### src/axi_pkg.sv
`default_nettype none

package axi_pkg;

   localparam int ID_W    = 4;
   localparam int ADDR_W  = 32;
   localparam int DATA_W  = 32;
   localparam int STRB_W  = DATA_W / 8;
   localparam int LEN_W   = 8;
   localparam int SIZE_W  = 3;
   localparam int BURST_W = 2;
   localparam int RESP_W  = 2;

   localparam logic [BURST_W-1:0] BURST_INCR = 2'b01;
   localparam logic [RESP_W-1:0]  RESP_OKAY  = 2'b00;

   // single-beat write address
   typedef struct packed {
      logic [ADDR_W-1:0]  addr;
      logic [ID_W-1:0]    id;
      logic [LEN_W-1:0]   len;
      logic [SIZE_W-1:0]  size;
      logic [BURST_W-1:0] burst;
   } axi_aw_t;

   typedef struct packed {
      logic [ADDR_W-1:0]  addr;
      logic [ID_W-1:0]    id;
      logic [LEN_W-1:0]   len;
      logic [SIZE_W-1:0]  size;
      logic [BURST_W-1:0] burst;
   } axi_ar_t;

   typedef struct packed {
      logic [DATA_W-1:0] data;
      logic [STRB_W-1:0] strb;
      logic              last;
   } axi_w_t;

   typedef struct packed {
      logic [RESP_W-1:0] resp;
      logic [ID_W-1:0]   id;
   } axi_b_t;

   typedef struct packed {
      logic [DATA_W-1:0] data;
      logic [RESP_W-1:0] resp;
      logic [ID_W-1:0]   id;
   } axi_r_t;

endpackage

`default_nettype wire

### src/lsu_pkg.sv
`default_nettype none

package lsu_pkg;

   // rv32i major opcodes
   localparam logic [6:0] OPCODE_LOAD  = 7'b0000011;
   localparam logic [6:0] OPCODE_STORE = 7'b0100011;

   localparam logic [2:0] F3_BYTE   = 3'b000;
   localparam logic [2:0] F3_HALF   = 3'b001;
   localparam logic [2:0] F3_WORD   = 3'b010;
   localparam logic [2:0] F3_BYTE_U = 3'b100;
   localparam logic [2:0] F3_HALF_U = 3'b101;

   // same encoding as the axi size field
   localparam logic [2:0] SIZE_BYTE = 3'd0;
   localparam logic [2:0] SIZE_HALF = 3'd1;
   localparam logic [2:0] SIZE_WORD = 3'd2;

   localparam int LANES = 4;

   // request from execute
   typedef struct packed {
      logic [31:0] inst;
      logic [31:0] addr;
      logic [31:0] wdata;
      logic [31:0] result;
      logic [31:0] next_pc;
      logic [31:0] csr_wdata;
   } lsu_req_t;

   typedef struct packed {
      logic       is_mem;
      logic       is_store;
      logic [2:0] size;
      logic       is_unsigned;   // lbu / lhu
      logic [1:0] offset;        // byte offset within the word
      logic       misaligned;
   } lsu_access_t;

   // to writeback
   typedef struct packed {
      logic [31:0] inst;
      logic [31:0] data;
      logic [31:0] next_pc;
      logic [31:0] csr_wdata;
   } lsu_wbu_t;

endpackage

`default_nettype wire

### src/lsu_request_decoder.sv
`default_nettype none

module lsu_request_decoder (
   input  logic                 clock,
   input  logic                 reset,
   input  logic                 accept,
   input  lsu_pkg::lsu_req_t    mem_req,
   output lsu_pkg::lsu_req_t    req,
   output lsu_pkg::lsu_access_t access
);

   function automatic lsu_pkg::lsu_access_t decode(input lsu_pkg::lsu_req_t r);
      lsu_pkg::lsu_access_t a;
      logic [6:0] opcode;
      logic [2:0] funct3;
      opcode = r.inst[6:0];
      funct3 = r.inst[14:12];
      a = '0;
      a.is_mem   = (opcode == lsu_pkg::OPCODE_LOAD) || (opcode == lsu_pkg::OPCODE_STORE);
      a.is_store = (opcode == lsu_pkg::OPCODE_STORE);
      a.offset   = r.addr[1:0];
      if (a.is_mem) begin
         case (funct3)
            lsu_pkg::F3_BYTE, lsu_pkg::F3_BYTE_U: a.size = lsu_pkg::SIZE_BYTE;
            lsu_pkg::F3_HALF, lsu_pkg::F3_HALF_U: a.size = lsu_pkg::SIZE_HALF;
            lsu_pkg::F3_WORD:                     a.size = lsu_pkg::SIZE_WORD;
            default:                              a.size = lsu_pkg::SIZE_BYTE; // unknown -> byte
         endcase
         // unsigned only means something for loads
         a.is_unsigned = !a.is_store &&
                         ((funct3 == lsu_pkg::F3_BYTE_U) || (funct3 == lsu_pkg::F3_HALF_U));
         if (a.size == lsu_pkg::SIZE_HALF) begin
            a.misaligned = r.addr[0];
         end else if (a.size == lsu_pkg::SIZE_WORD) begin
            a.misaligned = (r.addr[1:0] != 2'b00);
         end
      end
      return a;
   endfunction

   // held request
   always_ff @(posedge clock) begin
      if (accept) begin
         req <= mem_req;
      end
   end

   // decoded controls for the decode cycle
   always_ff @(posedge clock or posedge reset) begin
      if (reset) begin
         access <= '0;
      end else if (accept) begin
         access <= decode(mem_req);
      end
   end

endmodule

`default_nettype wire

### src/lsu_byte_lane.sv
`default_nettype none

module lsu_byte_lane #(
   parameter int LANE = 0
) (
   input  lsu_pkg::lsu_access_t        access,
   input  logic [axi_pkg::DATA_W-1:0]  wdata,
   input  logic [axi_pkg::DATA_W-1:0]  rdata,
   output logic                        strb,
   output logic [7:0]                  wbyte,
   output logic [7:0]                  rbyte,
   output logic                        keep
);

   localparam logic [2:0] LANE_IDX = 3'(LANE);

   logic [2:0] size_bytes;  // 1, 2 or 4
   logic [2:0] off;
   logic [1:0] wsel;        // store byte feeding this lane
   logic [1:0] rsel;        // read byte landing in this lane
   logic       in_window;
   logic       active;

   always_comb begin
      size_bytes = 3'd1 << access.size;
      off        = {1'b0, access.offset};
      wsel       = LANE_IDX[1:0] - access.offset;
      rsel       = access.offset + LANE_IDX[1:0];
      in_window  = (LANE_IDX >= off) && (LANE_IDX < off + size_bytes);
      active     = access.is_mem && !access.misaligned;

      strb  = active && access.is_store && in_window;
      wbyte = strb ? wdata[wsel*8 +: 8] : 8'h00;

      // load side shifts down by offset
      keep  = active && !access.is_store && (LANE_IDX < size_bytes);
      rbyte = keep ? rdata[rsel*8 +: 8] : 8'h00;
   end

endmodule

`default_nettype wire

### src/lsu_lane_merge.sv
`default_nettype none

module lsu_lane_merge (
   input  lsu_pkg::lsu_access_t       access,
   input  logic [lsu_pkg::LANES-1:0]  strb,
   input  logic [7:0]                 wbytes [lsu_pkg::LANES],
   input  logic [7:0]                 rbytes [lsu_pkg::LANES],
   input  logic [lsu_pkg::LANES-1:0]  keep,
   output axi_pkg::axi_w_t            w,
   output logic [axi_pkg::DATA_W-1:0] load_data
);

   logic fill;

   // write beat
   always_comb begin
      w      = '0;
      w.strb = strb;
      w.last = 1'b1;      // always single beat
      for (int i = 0; i < lsu_pkg::LANES; i++) begin
         w.data[i*8 +: 8] = wbytes[i];
      end
   end

   // extension bit from the highest kept byte
   always_comb begin
      fill = 1'b0;
      for (int i = 0; i < lsu_pkg::LANES; i++) begin
         if (keep[i]) begin
            fill = rbytes[i][7];
         end
      end
      if (access.is_unsigned) begin
         fill = 1'b0;
      end
   end

   always_comb begin
      for (int i = 0; i < lsu_pkg::LANES; i++) begin
         load_data[i*8 +: 8] = keep[i] ? rbytes[i] : {8{fill}};
      end
   end

endmodule

`default_nettype wire

### src/lsu_axi_control.sv
`default_nettype none

module lsu_axi_control (
   input  logic                        clock,
   input  logic                        reset,
   input  logic                        mem_valid,
   output logic                        mem_ready,
   output logic                        accept,
   input  lsu_pkg::lsu_req_t           req,
   input  lsu_pkg::lsu_access_t        access,
   input  axi_pkg::axi_w_t             w_beat,
   input  logic [axi_pkg::DATA_W-1:0]  load_data,
   output logic                        aw_valid,
   input  logic                        aw_ready,
   output axi_pkg::axi_aw_t            aw,
   output logic                        w_valid,
   input  logic                        w_ready,
   output axi_pkg::axi_w_t             w,
   input  logic                        b_valid,
   output logic                        b_ready,
   input  axi_pkg::axi_b_t             b,
   output logic                        ar_valid,
   input  logic                        ar_ready,
   output axi_pkg::axi_ar_t            ar,
   input  logic                        r_valid,
   output logic                        r_ready,
   input  axi_pkg::axi_r_t             r,
   output logic                        wbu_valid,
   input  logic                        wbu_ready,
   output lsu_pkg::lsu_wbu_t           wbu_out
);

   typedef enum logic [2:0] {
      ST_IDLE,
      ST_DECODE,
      ST_WADDR,
      ST_WDATA,
      ST_WRESP,
      ST_RADDR,
      ST_RDATA,
      ST_WBU
   } state_t;

   state_t                       state;
   state_t                       next_state;
   logic [axi_pkg::ID_W-1:0]     cur_id;
   logic [axi_pkg::DATA_W-1:0]   result_q;
   logic                         b_good;
   logic                         r_good;

   assign accept = mem_valid && (state == ST_IDLE);
   assign b_good = (b.resp == axi_pkg::RESP_OKAY) && (b.id == cur_id);
   assign r_good = (r.resp == axi_pkg::RESP_OKAY);   // rid is not checked

   always_comb begin
      next_state = state;
      case (state)
         ST_IDLE:   if (mem_valid) next_state = ST_DECODE;
         ST_DECODE: begin
            if (!access.is_mem) begin
               next_state = ST_WBU;
            end else begin
               next_state = access.is_store ? ST_WADDR : ST_RADDR;
            end
         end
         ST_WADDR:  if (aw_ready) next_state = ST_WDATA;
         ST_WDATA:  if (w_ready) next_state = ST_WRESP;
         ST_WRESP:  if (b_valid) next_state = b_good ? ST_WBU : ST_IDLE;  // error drops item
         ST_RADDR:  if (ar_ready) next_state = ST_RDATA;
         ST_RDATA:  if (r_valid) next_state = r_good ? ST_WBU : ST_IDLE;
         ST_WBU:    if (wbu_ready) next_state = ST_IDLE;
         default:   next_state = ST_IDLE;
      endcase
   end

   always_ff @(posedge clock or posedge reset) begin
      if (reset) begin
         state  <= ST_IDLE;
         cur_id <= '0;
      end else begin
         state <= next_state;
         if (accept) begin
            cur_id <= cur_id + 1'b1;  // new id per accepted request
         end
      end
   end

   // result for writeback
   always_ff @(posedge clock) begin
      if (state == ST_DECODE) begin
         result_q <= req.result;
      end else if (state == ST_RDATA && r_valid && r_good) begin
         result_q <= load_data;
      end
   end

   assign mem_ready = (state == ST_IDLE);
   assign aw_valid  = (state == ST_WADDR);
   assign w_valid   = (state == ST_WDATA);
   assign b_ready   = (state == ST_WRESP);
   assign ar_valid  = (state == ST_RADDR);
   assign r_ready   = (state == ST_RDATA);
   assign wbu_valid = (state == ST_WBU);

   always_comb begin
      aw       = '0;
      aw.addr  = req.addr;
      aw.id    = cur_id;
      aw.len   = '0;
      aw.size  = access.size;
      aw.burst = axi_pkg::BURST_INCR;
   end

   always_comb begin
      ar       = '0;
      ar.addr  = req.addr;
      ar.id    = cur_id;
      ar.len   = '0;
      ar.size  = access.size;
      ar.burst = axi_pkg::BURST_INCR;
   end

   assign w = w_beat;

   always_comb begin
      wbu_out           = '0;
      wbu_out.inst      = req.inst;
      wbu_out.data      = result_q;
      wbu_out.next_pc   = req.next_pc;
      wbu_out.csr_wdata = req.csr_wdata;
   end

endmodule

`default_nettype wire

### src/lsu_top.sv
`default_nettype none

module lsu_top (
   input  logic                 clock,
   input  logic                 reset,
   input  logic                 mem_valid,
   output logic                 mem_ready,
   input  lsu_pkg::lsu_req_t    mem_req,
   output logic                 wbu_valid,
   input  logic                 wbu_ready,
   output lsu_pkg::lsu_wbu_t    wbu_out,
   output logic                 aw_valid,
   input  logic                 aw_ready,
   output axi_pkg::axi_aw_t     aw,
   output logic                 w_valid,
   input  logic                 w_ready,
   output axi_pkg::axi_w_t      w,
   input  logic                 b_valid,
   output logic                 b_ready,
   input  axi_pkg::axi_b_t      b,
   output logic                 ar_valid,
   input  logic                 ar_ready,
   output axi_pkg::axi_ar_t     ar,
   input  logic                 r_valid,
   output logic                 r_ready,
   input  axi_pkg::axi_r_t      r
);

   logic                        accept;
   lsu_pkg::lsu_req_t           req;
   lsu_pkg::lsu_access_t        access;
   logic [lsu_pkg::LANES-1:0]   lane_strb;
   logic [lsu_pkg::LANES-1:0]   lane_keep;
   logic [7:0]                  lane_wbyte [lsu_pkg::LANES];
   logic [7:0]                  lane_rbyte [lsu_pkg::LANES];
   axi_pkg::axi_w_t             w_beat;
   logic [axi_pkg::DATA_W-1:0]  load_data;

   lsu_request_decoder u_decoder (
      .clock   (clock),
      .reset   (reset),
      .accept  (accept),
      .mem_req (mem_req),
      .req     (req),
      .access  (access)
   );

   // one steering slice per byte lane
   for (genvar g = 0; g < lsu_pkg::LANES; g++) begin : g_lane
      lsu_byte_lane #(.LANE(g)) u_lane (
         .access (access),
         .wdata  (req.wdata),
         .rdata  (r.data),
         .strb   (lane_strb[g]),
         .wbyte  (lane_wbyte[g]),
         .rbyte  (lane_rbyte[g]),
         .keep   (lane_keep[g])
      );
   end

   lsu_lane_merge u_merge (
      .access    (access),
      .strb      (lane_strb),
      .wbytes    (lane_wbyte),
      .rbytes    (lane_rbyte),
      .keep      (lane_keep),
      .w         (w_beat),
      .load_data (load_data)
   );

   lsu_axi_control u_control (
      .clock     (clock),
      .reset     (reset),
      .mem_valid (mem_valid),
      .mem_ready (mem_ready),
      .accept    (accept),
      .req       (req),
      .access    (access),
      .w_beat    (w_beat),
      .load_data (load_data),
      .aw_valid  (aw_valid),
      .aw_ready  (aw_ready),
      .aw        (aw),
      .w_valid   (w_valid),
      .w_ready   (w_ready),
      .w         (w),
      .b_valid   (b_valid),
      .b_ready   (b_ready),
      .b         (b),
      .ar_valid  (ar_valid),
      .ar_ready  (ar_ready),
      .ar        (ar),
      .r_valid   (r_valid),
      .r_ready   (r_ready),
      .r         (r),
      .wbu_valid (wbu_valid),
      .wbu_ready (wbu_ready),
      .wbu_out   (wbu_out)
   );

endmodule

`default_nettype wire

### config.mk
export PLATFORM = sky130hd
export DESIGN_NAME = lsu_top
export DESIGN_NICKNAME = d
export VERILOG_FILES = /design/src/axi_pkg.sv /design/src/lsu_pkg.sv /design/src/lsu_request_decoder.sv /design/src/lsu_byte_lane.sv /design/src/lsu_lane_merge.sv /design/src/lsu_axi_control.sv /design/src/lsu_top.sv
export SDC_FILE = /design/constraint.sdc
export NUM_CORES = 1
export LEC_CHECK = 0
export ABC_AREA = 1
export BUFFER_PORTS_ARGS = -buffer_cell sky130_fd_sc_hd__buf_2
export CAP_MARGIN = 30
export CORE_AREA = 2 2 202 204
export CTS_BUF_LIST = sky130_fd_sc_hd__clkbuf_4
export DETAILED_ROUTE_END_ITERATION = 8
export DIE_AREA = 0 0 204 206
export RECOVER_POWER = 25
export SYNTH_ARGS = -nofsm -noshare
export SYNTH_HDL_FRONTEND = slang
export SYNTH_SLANG_ARGS = --single-unit
### constraint.sdc
create_clock -name clock -period 10 [get_ports clock]
set_input_delay 0.5 -clock clock [delete_from_list [all_inputs] [get_ports clock]]
set_output_delay 0.5 -clock clock [all_outputs]
set_load 0.03 [all_outputs]
* After elaboration in Yosys (flattened, before gate mapping) *
Cells that the tools add are included.

word-level totals
  register bits after elaboration = 240
  input port bits = 245
  output and inout port bits = 270
  word-level logic and storage cells = 132

cells by class
  add/subtract/negate cells = 9
  order comparisons = 11
  equal/unequal tests = 23
  shift-type cells = 9
  muxes and demuxes = 34
  reductions and logical operators = 31

operators by type and width
  operator                                                          count
  variable part select 32 x 6 -> 8 bit                              8
  2-to-1 mux 32 bit                                                 2
  2-to-1 mux 8 bit                                                  8
  2-to-1 mux 3 bit                                                  13
  case mux 3 bit (8 select lines)                                   1
  logical AND 1 bit                                                 19
  equality test 3 bit, second input constant                        6
  equality test 3 x 2 -> 1 bit, second input constant               4
  less-than comparator 1 x 3 -> 1 bit, first input constant         4
  less-than comparator 2 x 3 -> 1 bit, first input constant         4
  equality test 3 x 1 -> 1 bit, second input constant               3
  2-to-1 mux 1 bit                                                  8
  inequality test 2 x 1 -> 1 bit, second input constant             4
  equality test 7 x 2 -> 1 bit, second input constant               1
  equality test 7 x 6 -> 1 bit, second input constant               1
  AND reduction 7 bit                                               1
  inequality test 2 bit, second input constant                      3
  adder 2 bit, second input constant                                2
  adder 4 x 1 -> 4 bit, second input constant                       1
  equality test 4 bit                                               1
  greater-or-equal comparator 1 x 2 -> 1 bit, first input constant  2
  zero test 2 bit                                                   2
  2-to-1 mux 4 bit                                                  1
  case mux 2 bit (2 select lines)                                   1
  11 further kinds                                                  17

* Longest topological paths before layout *
Gate-level depths: netlist of the first run.

  depth in word-level cells = 12
  depth in mapped cells = 12
  gate-level depth less buffers = 11

* Hierarchy *
Synthesis of the first run repeated with hierarchy kept, for this count alone.

second synthesis, totals
  cells, all modules = 1,418
  area, all modules = 13,719.4 µm²

by module, submodules not included
  module                             times used  cells an instance  area each (µm²)  seq. area each (µm²)
  lsu_request_decoder                1           243                6,158.4          5,965.7
  lsu_axi_control                    1           400                3,812.4          1,136.1
  lsu_byte_lane at g_lane[3].u_lane  1           166                779.5            0.0
  lsu_byte_lane at g_lane[0].u_lane  1           164                777.0            0.0
  lsu_byte_lane at g_lane[1].u_lane  1           165                777.0            0.0
  lsu_byte_lane at g_lane[2].u_lane  1           161                759.5            0.0
  lsu_lane_merge                     1           119                655.6            0.0

* Worst setup path after synthesis of the first run *
Ideal clock, no wire load.

  path type = register to register
  start point = register u_control.state[0]
  end point = register u_control.result_q[0] (netlist name) (enable)
  library setup time = 466 ps
  arrival time = 3,862 ps
  required time = 9,534 ps
  path slack = 5,672 ps
  cell stages (with the launch flop) = 5
  path buffers = 1
  period minus slack after synthesis = 4,328 ps
  path through = dfrtp_1 > buf_2 > nor3_1 > nand2_1 > o21ai_0

between the ends
  word-level cells in the longest chain between the ends = 4
  elaborated cells between the ends (all ways) = 5
  classes of those cells = 2 x eq/ne; 3 x reduce/logical

RTL lines
  what                            RTL line               RTL
  start, declared                 lsu_axi_control.sv:44  state_t state;
  start signal, assigned          lsu_axi_control.sv:81  state <= next_state;
  equality test 3 bit             --
  named net r_ready               lsu_top.sv:25          output logic r_ready,
  logical AND 1 bit (2 in a row)  lsu_axi_control.sv:92  end else if (state == ST_RDATA && r_valid && r_good) begin
  nonzero test 2 bit (no line)    --
  end signal, assigned            lsu_axi_control.sv:91  result_q <= req.result;
  end signal, assigned            lsu_axi_control.sv:93  result_q <= load_data;
  end, declared                   lsu_axi_control.sv:47  logic [axi_pkg::DATA_W-1:0] result_q;

The timed path passes the listed nets, and every way through them passes these cells.
A chain may end at the register's enable or synchronous reset.

==> metrics.txt, run 1 <==
run status=complete, no violations; Final Instance Area=16000 um^2; post-route setup TNS=0 ps; number of antenna violations at the first check in global routing=5; count of state elements after synthesis=239; Min-Delay Path Class=input pin to register; first-pass GRT wire length=51.5 mm; routability congestion estimate=0.844; total power divided by cell area=254 nW/um^2; area of the core=40200 um^2; worst-skew pair later-pin latency=770 ps; count of pins over their slew limit=0; Final setup violation count=0; H-tree depth reported by CTS=3; All-Layer GR Usage=16.5%; transition at the pin with the smallest max-transition slack=942 ps; data arrival time of the critical path=3910 ps; number of setup buffers added after CTS=0; row cnt=74; wire length per cell=16.5 um; clock root buffer master=sky130_fd_sc_hd__clkbuf_4; max-cap violations=0; Nets=1839; clock transition at the register clock pins on the worst setup and hold paths after CTS=60 ps; Tcrit/Tclk final=44.1%; type of the worst setup path=register to output pin; P&R area growth vs syn=38.0%; clock tree sinks=239; die height=206 um; endpoint kind of the worst setup timing path=output pin; post-synthesis average cell area=11.2 um^2; DRC=0; clock tree from TritonCTS=done; routed vias/inst=4.31; cell-by-cell listing of the critical path=buf_4, ha_1, inv_1, fa_1, xor2_1, o21ai_0, nand3_1, a211oi_1, buf_2; detailed placer's ending HPWL=24.4 mm; Highest Clock Rate=0.227 GHz; EDFF count, synth=224; die area=42000 um^2; die extent in x=204 um; peak per-stage delay on the critical path=570 ps; WL final=35.9 mm; count of TritonRoute iterations in the first routing pass=4; commonest register cell after synthesis=sky130_fd_sc_hd__edfxtp_1; proportion of synthesized flip-flops having asynchronous set or reset=6.28%; warnings from Yosys=0; Filler Cells Inserted=3931; leakage power=7.05 nW; required time worst endpoint=9500 ps; setup repair after global routing missed its margin=false; largest area contributor in the synthesized netlist=sky130_fd_sc_hd__edfxtp_1; worst slack on hold paths=267 ps; via count of the first global-routing pass=9440; post-synthesis cell area=11600 um^2; number of buffers created by CTS=70; fraction of final layout cells sized beyond drive strength 1=37.9%; instance count of the mapped netlist=1036; post-place instance area=13200 um^2; VDD IR-drop max=135 uV; largest fanout on the critical path=75; proportion of synthesized chip area in sequential cells=61.3%; residual antenna-violating net count after detailed routing=0; maximum clock skew at final layout=44.0 ps; Yosys top cell area share=58.0%; Final Hold Viols=0; maximum number of pins on one net before global-route repair=134; Max stage delay cell, worst path=sky130_fd_sc_hd__buf_4; I/O pin cnt=515; worst-case headroom to the max-slew limit=37.2%; routed vias=9352; first-iteration detailed-routing DRC count=401; Buffers on Ports=487; utilization of the core after routing=39.8%; initial core utilization=28.8%; remaining global-route overflow=0; maximum clock path buffer count=3; leading cell types by total area after synthesis=sky130_fd_sc_hd__edfxtp_1 (58%), sky130_fd_sc_hd__buf_4 (13%), sky130_fd_sc_hd__nand2_1 (4.7%); number of distinct library cell variants in the gate-level netlist after synthesis=37; time the final worst path needs with I/O delays and setup=4410 ps; startpoint type of the worst setup path=register
[through the flow]
stage	instances	power [mW]	setup slack, ps
after CTS	2162	4.10	5430
after global placement	1850	3.07	6360
final	2171	4.06	5590
after detailed placement	1851	3.10	6340
after global routing	2170	4.33	5190
after floorplan	1057	2.75	5670
[routing by layer]
layer / wire, um / up-vias / global-route usage (%)
met5: 0 / - / 0
met4: 959 / 0 / 7.14
met3: 3020 / 67 / 5.96
met2: 17900 / 452 / 27.8
met1: 14000 / 4373 / 18.8
li1: - / 4460 / -
[kinds of logic after synthesis]
family	share of synthesized area, %
xor gates and xnor gates	0.605
buffers and inverters	17.1
and+or+nand+nor	10.2
other	0.0648
adders and majority gates	1.14
DFF	61.3
AOI/OAI and AO/OA	9.66
[synth_stat cells (3+ instances only)]
| cell | number |
|---|---|
| sky130_fd_sc_hd__a211oi_1 | 23 |
| sky130_fd_sc_hd__a21oi_1 | 54 |
| sky130_fd_sc_hd__a21oi_2 | 3 |
| sky130_fd_sc_hd__a21oi_4 | 7 |
| sky130_fd_sc_hd__a31oi_1 | 10 |
| sky130_fd_sc_hd__buf_2 | 12 |
| sky130_fd_sc_hd__buf_4 | 196 |
| sky130_fd_sc_hd__clkbuf_1 | 19 |
| sky130_fd_sc_hd__dfrtp_1 | 15 |
| sky130_fd_sc_hd__edfxtp_1 | 224 |
| sky130_fd_sc_hd__ha_1 | 9 |
| sky130_fd_sc_hd__inv_1 | 76 |
| sky130_fd_sc_hd__inv_2 | 5 |
| sky130_fd_sc_hd__nand2_1 | 146 |
| sky130_fd_sc_hd__nand3_1 | 16 |
| sky130_fd_sc_hd__nand4_1 | 5 |
| sky130_fd_sc_hd__nand4_2 | 3 |
| sky130_fd_sc_hd__nor2_1 | 89 |
| sky130_fd_sc_hd__nor3_1 | 5 |
| sky130_fd_sc_hd__o21ai_0 | 87 |
| sky130_fd_sc_hd__o22ai_1 | 5 |
| sky130_fd_sc_hd__xor2_1 | 6 |
[layout make-up]
type | count | area, um^2 | area share [%]
flip-flops and latches | 239 | 7100 | 44.4
repair buffers | 687 | 4410 | 27.6
multi-input cells | 503 | 2610 | 16.3
clock buffers | 102 | 766 | 4.79
well taps | 532 | 666 | 4.16
inverters | 83 | 322 | 2.01
clock inverters | 16 | 95.1 | 0.595
diodes | 9 | 22.5 | 0.141
[state kept, by name, summed over array words and instances (netlist names)]
signal	cells
u_control.cur_id	4
u_control.result_q	32
u_control.state	3
u_decoder.access	8
u_decoder.req	192
[report_power, final]
group | internal, mW | total, mW | switching, mW | leakage [nW]
Sequential | 1.39 | 1.48 | 0.0815 | 2.26
Clock | 0.490 | 0.922 | 0.432 | 0.516
Combinational | 0.455 | 1.66 | 1.21 | 4.28
[layout by cell type, fill, tap and decap left out, types with 2 or more instances in the layout]
| cell | n |
|---|---|
| sky130_fd_sc_hd__edfxtp_1 | 224 |
| sky130_fd_sc_hd__nand3_2 | 2 |
| sky130_fd_sc_hd__nand2_1 | 146 |
| sky130_fd_sc_hd__nand4_1 | 5 |
| sky130_fd_sc_hd__a21oi_1 | 54 |
| sky130_fd_sc_hd__nand3_4 | 2 |
| sky130_fd_sc_hd__nand4_4 | 2 |
| sky130_fd_sc_hd__o22ai_1 | 5 |
| sky130_fd_sc_hd__clkbuf_1 | 16 |
| sky130_fd_sc_hd__nor2_1 | 89 |
| sky130_fd_sc_hd__buf_2 | 470 |
| sky130_fd_sc_hd__ha_1 | 9 |
| sky130_fd_sc_hd__diode_2 | 9 |
| sky130_fd_sc_hd__inv_1 | 75 |
| sky130_fd_sc_hd__dfrtp_1 | 14 |
| sky130_fd_sc_hd__xor2_1 | 6 |
| sky130_fd_sc_hd__conb_1 | 23 |
| sky130_fd_sc_hd__dlygate4sd3_1 | 193 |
| sky130_fd_sc_hd__a21oi_4 | 7 |
| sky130_fd_sc_hd__inv_2 | 8 |
| sky130_fd_sc_hd__nand3_1 | 15 |
| sky130_fd_sc_hd__nor3_1 | 5 |
| sky130_fd_sc_hd__xnor2_1 | 2 |
| sky130_fd_sc_hd__nand4_2 | 3 |
| sky130_fd_sc_hd__clkbuf_4 | 102 |
| sky130_fd_sc_hd__a31oi_1 | 10 |
| sky130_fd_sc_hd__clkinv_2 | 2 |
| sky130_fd_sc_hd__o21ai_0 | 86 |
| sky130_fd_sc_hd__a21oi_2 | 3 |
| sky130_fd_sc_hd__buf_4 | 6 |
| sky130_fd_sc_hd__clkinv_1 | 10 |
| sky130_fd_sc_hd__a211oi_1 | 23 |
[timing repair]
item,4_1_cts,5_1_grt
hold buffers,193,0
gates resized for setup,0,0
hold endpoints to repair,213,0
[final timing paths]
path | startpoint | end | slack (ps) | depth (start not counted)
setup / recovery | u_decoder.access[1] | w[26] | 5590 | 9
hold / removal | b[5] | u_control.state[0] | 270 | 6
setup reg to reg | u_decoder.access[2] | u_control.result_q[19] | 6610 | 9
hold reg to reg | u_control.cur_id[3] | u_control.cur_id[3] | 560 | 1
max in group asynchronous | reset | u_decoder.access[7] | 9210 | 3
min in group asynchronous | reset | u_decoder.access[8] | 360 | 3
[worst max-delay path, delay by kind of cell, from the launching register on]
kind / cells / cell delay [ps]
buf+inv: 3 / 910
simple gates: 1 / 450
flops: 1 / 340
fa+ha+maj: 2 / 660
xor+xnor: 1 / 180
compound gates: 2 / 590
(Power assumes the default switching activity.)
==> inputs of run 2 (changes only) <==
--- a/config.mk
+++ b/config.mk
@@ -5,7 +5,7 @@
 export SDC_FILE = /design/constraint.sdc
 export NUM_CORES = 1
 export LEC_CHECK = 0
-export ABC_AREA = 1
+export ABC_AREA = 0
 export BUFFER_PORTS_ARGS = -buffer_cell sky130_fd_sc_hd__buf_2
 export CAP_MARGIN = 30
 export CORE_AREA = 2 2 202 204
==> constraint.sdc (replaced) <==
create_clock -name clock -period 4 [get_ports clock]
set_input_delay 0.2 -clock clock [delete_from_list [all_inputs] [get_ports clock]]
set_output_delay 0.2 -clock clock [all_outputs]
set_load 0.03 [all_outputs]
==> metrics.txt, run 2 <==
run status=complete, no violations; Final setup violation count=0; register with the highest flop count=u_decoder.req; Highest Clock Rate=0.275 GHz; P&R area growth vs syn=40.1%; setup repair after global routing missed its margin=false; EDFF count, synth=224; H-tree depth reported by CTS=3; maximum clock skew at final layout=38.9 ps; startpoint type of the worst setup path=register; count of hold buffers inserted by post-cts repair=203; fraction of final layout cells sized beyond drive strength 1=48.0%; routability congestion estimate=0.792; combinational fraction of design power=38.3%; net switching power=3.50 mW; Nets=1609; post-place instance area=13400 um^2; leading cell types by total area after synthesis=sky130_fd_sc_hd__edfxtp_1 (58%), sky130_fd_sc_hd__buf_4 (13%), sky130_fd_sc_hd__mux4_2 (12%); worst-case headroom to the max-slew limit=39.4%; routed vias/inst=4.36; VDD IR-drop max=282 uV; wire length per cell=18.2 um; synth cell count leaders=sky130_fd_sc_hd__edfxtp_1 (224), sky130_fd_sc_hd__buf_4 (196), sky130_fd_sc_hd__mux4_2 (64), sky130_fd_sc_hd__nand2_1 (52), sky130_fd_sc_hd__nor2_1 (38); Final Instance Area=16300 um^2; largest registers=u_decoder.req: 192 flops, u_control.result_q: 32 flops, u_decoder.access: 8 flops; number of setup buffers added after CTS=0; cell-by-cell listing of the critical path=inv_1, ha_1, ha_1, inv_1, fa_1, xnor2_1, buf_4, nand2b_1, o211ai_1, buf_6, nor2b_1, buf_2; internal cell power=6.19 mW; post-synthesis cell area=11700 um^2; number of distinct library cell variants in the gate-level netlist after synthesis=50; warnings from Yosys=0; die extent in x=204 um; required time worst endpoint=3800 ps; clock root buffer master=sky130_fd_sc_hd__clkbuf_4; largest area contributor in the synthesized netlist=sky130_fd_sc_hd__edfxtp_1; largest fanout on the critical path=11; worst-skew pair later-pin latency=740 ps; type of the worst setup path=register to output pin; initial core utilization=29.0%; WL final=35.4 mm; area of the core=40200 um^2; worst slack on hold paths=101 ps; instance count of the mapped netlist=787; Flop pwr share=36.8%; DRC=0; peak per-stage delay on the critical path=450 ps; leakage power=6.78 nW; crit path from=u_decoder.access[4]; clock tree sinks=239; number of buffers created by CTS=70; routed vias=8453; Min-Delay Path Class=input pin to register; Buffers on Ports=487; commonest register cell after synthesis=sky130_fd_sc_hd__edfxtp_1; proportion of synthesized chip area in sequential cells=60.9%; max-cap violations=0; maximum number of pins on one net before global-route repair=75; count of pins over their slew limit=0; count of TritonRoute iterations in the first routing pass=6; data arrival time of the critical path=3440 ps; utilization of the core after routing=40.7%; part of the power in the clock network=25.0%; I/O pin cnt=515; most frequent cells in the layout=sky130_fd_sc_hd__buf_2 (473), sky130_fd_sc_hd__edfxtp_1 (224), sky130_fd_sc_hd__dlygate4sd3_1 (203); via count of the first global-routing pass=8717; reg-to-reg startpoint=u_control.state[2]; die height=206 um; Final Hold Viols=0; transition at the pin with the smallest max-transition slack=906 ps; Max stage delay cell, worst path=sky130_fd_sc_hd__dfrtp_1; All-Layer GR Usage=16.2%; detailed placer's ending HPWL=23.8 mm; endpoint kind of the worst setup timing path=output pin; maximum clock path buffer count=3; clock transition at the register clock pins on the worst setup and hold paths after CTS=60 ps; count of state elements after synthesis=239; remaining global-route overflow=0; number of antenna violations at the first check in global routing=7; HP Start=mem_valid; row cnt=74; share of total power consumed by net switching=36.1%; clock tree from TritonCTS=done; cells resized by post-CTS repair=0; most common library cell in the layout ignoring fill and taps=sky130_fd_sc_hd__buf_2; time the final worst path needs with I/O delays and setup=3640 ps; post-synthesis average cell area=14.8 um^2; first-pass GRT wire length=50.2 mm; die area=42000 um^2; count leader, synth=sky130_fd_sc_hd__edfxtp_1; residual antenna-violating net count after detailed routing=0; post-route setup TNS=0 ps; Tcrit/Tclk final=91.0%; Yosys top cell area share=57.7%; proportion of synthesized flip-flops having asynchronous set or reset=6.28%; max reg flops=192; first-iteration detailed-routing DRC count=409; total power divided by cell area=593 nW/um^2
==> run 2: cell types whose count changed in the layout (fill, tap and decap cells not counted), sizes merged, moves of 16 or more <==
cell / change
inv: -64
a21oi: -59
nand3: -16
nor2: -52
a31oi: +26
nor2b: +25
a211oi: -23
mux4: +65
o21ai: -82
nand2: -95
==> run 2: layer usage <==
metal / up-vias / part of all wire, % / wire [um] / global-route usage (%)
met4: 6 / 2.7 / 965 / 6.37
met5: - / 0.099 / 35 / 0
met1: 4130 / 37 / 13200 / 17.7
li1: 3892 / - / - / -
met2: 353 / 52 / 18300 / 28.8
met3: 72 / 8.2 / 2890 / 5.69
==> run 2: critical path: cells and delay by family (launching register included) <==
family / cells / cell delay, ps
simple gates: 2 / 280
xor+xnor: 1 / 150
compound gates: 1 / 300
fa+ha+maj: 3 / 700
flops: 1 / 450
buf+inv: 5 / 850
==> run 2: layout make-up <==
cell class | count | area [um^2]
fill | 3815 | 23800
sequential | 239 | 7110
timing repair buffer | 703 | 4600
multi-input combinational | 321 | 2960
clock buffer | 99 | 743
tap | 532 | 666
clock inverter | 21 | 174
inverter | 19 | 78.8
antenna | 6 | 15.0
==> run 2: worst paths after layout <==
check / to / slack (ps) / cells past startpoint
min in group asynchronous: u_decoder.access[2] / 620 / 4
worst min register to register: u_control.cur_id[3] / 560 / 1
worst min-delay path: u_control.cur_id[1] / 100 / 4
worst max-delay path: w[14] / 360 / 12
worst max register to register: u_control.state[1] / 900 / 7
max in group asynchronous: u_decoder.access[1] / 2950 / 4
==> run 2: cell families (layout without fill, tap and decap cells) <==
| family | after synthesis | in the layout | synth area share [%] |
|---|---|---|---|
| multiplexers | 67 | 67 | 12.8 |
| AND/OR/NAND/NOR | 154 | 154 | 6.58 |
| flip-flops | 239 | 239 | 60.9 |
| adder cells (fa/ha/maj) | 10 | 10 | 1.14 |
| XOR/XNOR | 5 | 5 | 0.376 |
| other | 2 | 29 | 0.0644 |
| AO/OA/AOI/OAI | 62 | 62 | 3.57 |
| buffers and inverters | 248 | 842 | 14.6 |
==> run 2: through the flow <==
step                total power [mW]  worst slack (ps)  instances
floorplan                       6.39               347        808
global placement                7.08               977       1609
detailed placement              7.11              1040       1610
CTS                             9.84               222       1933
global route                    10.3              64.4       1939
finish                          9.69               359       1940
==> run 2: power by group through the flow <==
stage	combinational (mW)	sequential, mW	clock (mW)
CTS	3.73	3.56	2.54
global route	3.99	3.62	2.68
global placement	3.49	3.60	0
finish	3.71	3.56	2.42
detailed placement	3.49	3.61	0
floorplan	2.62	3.78	0
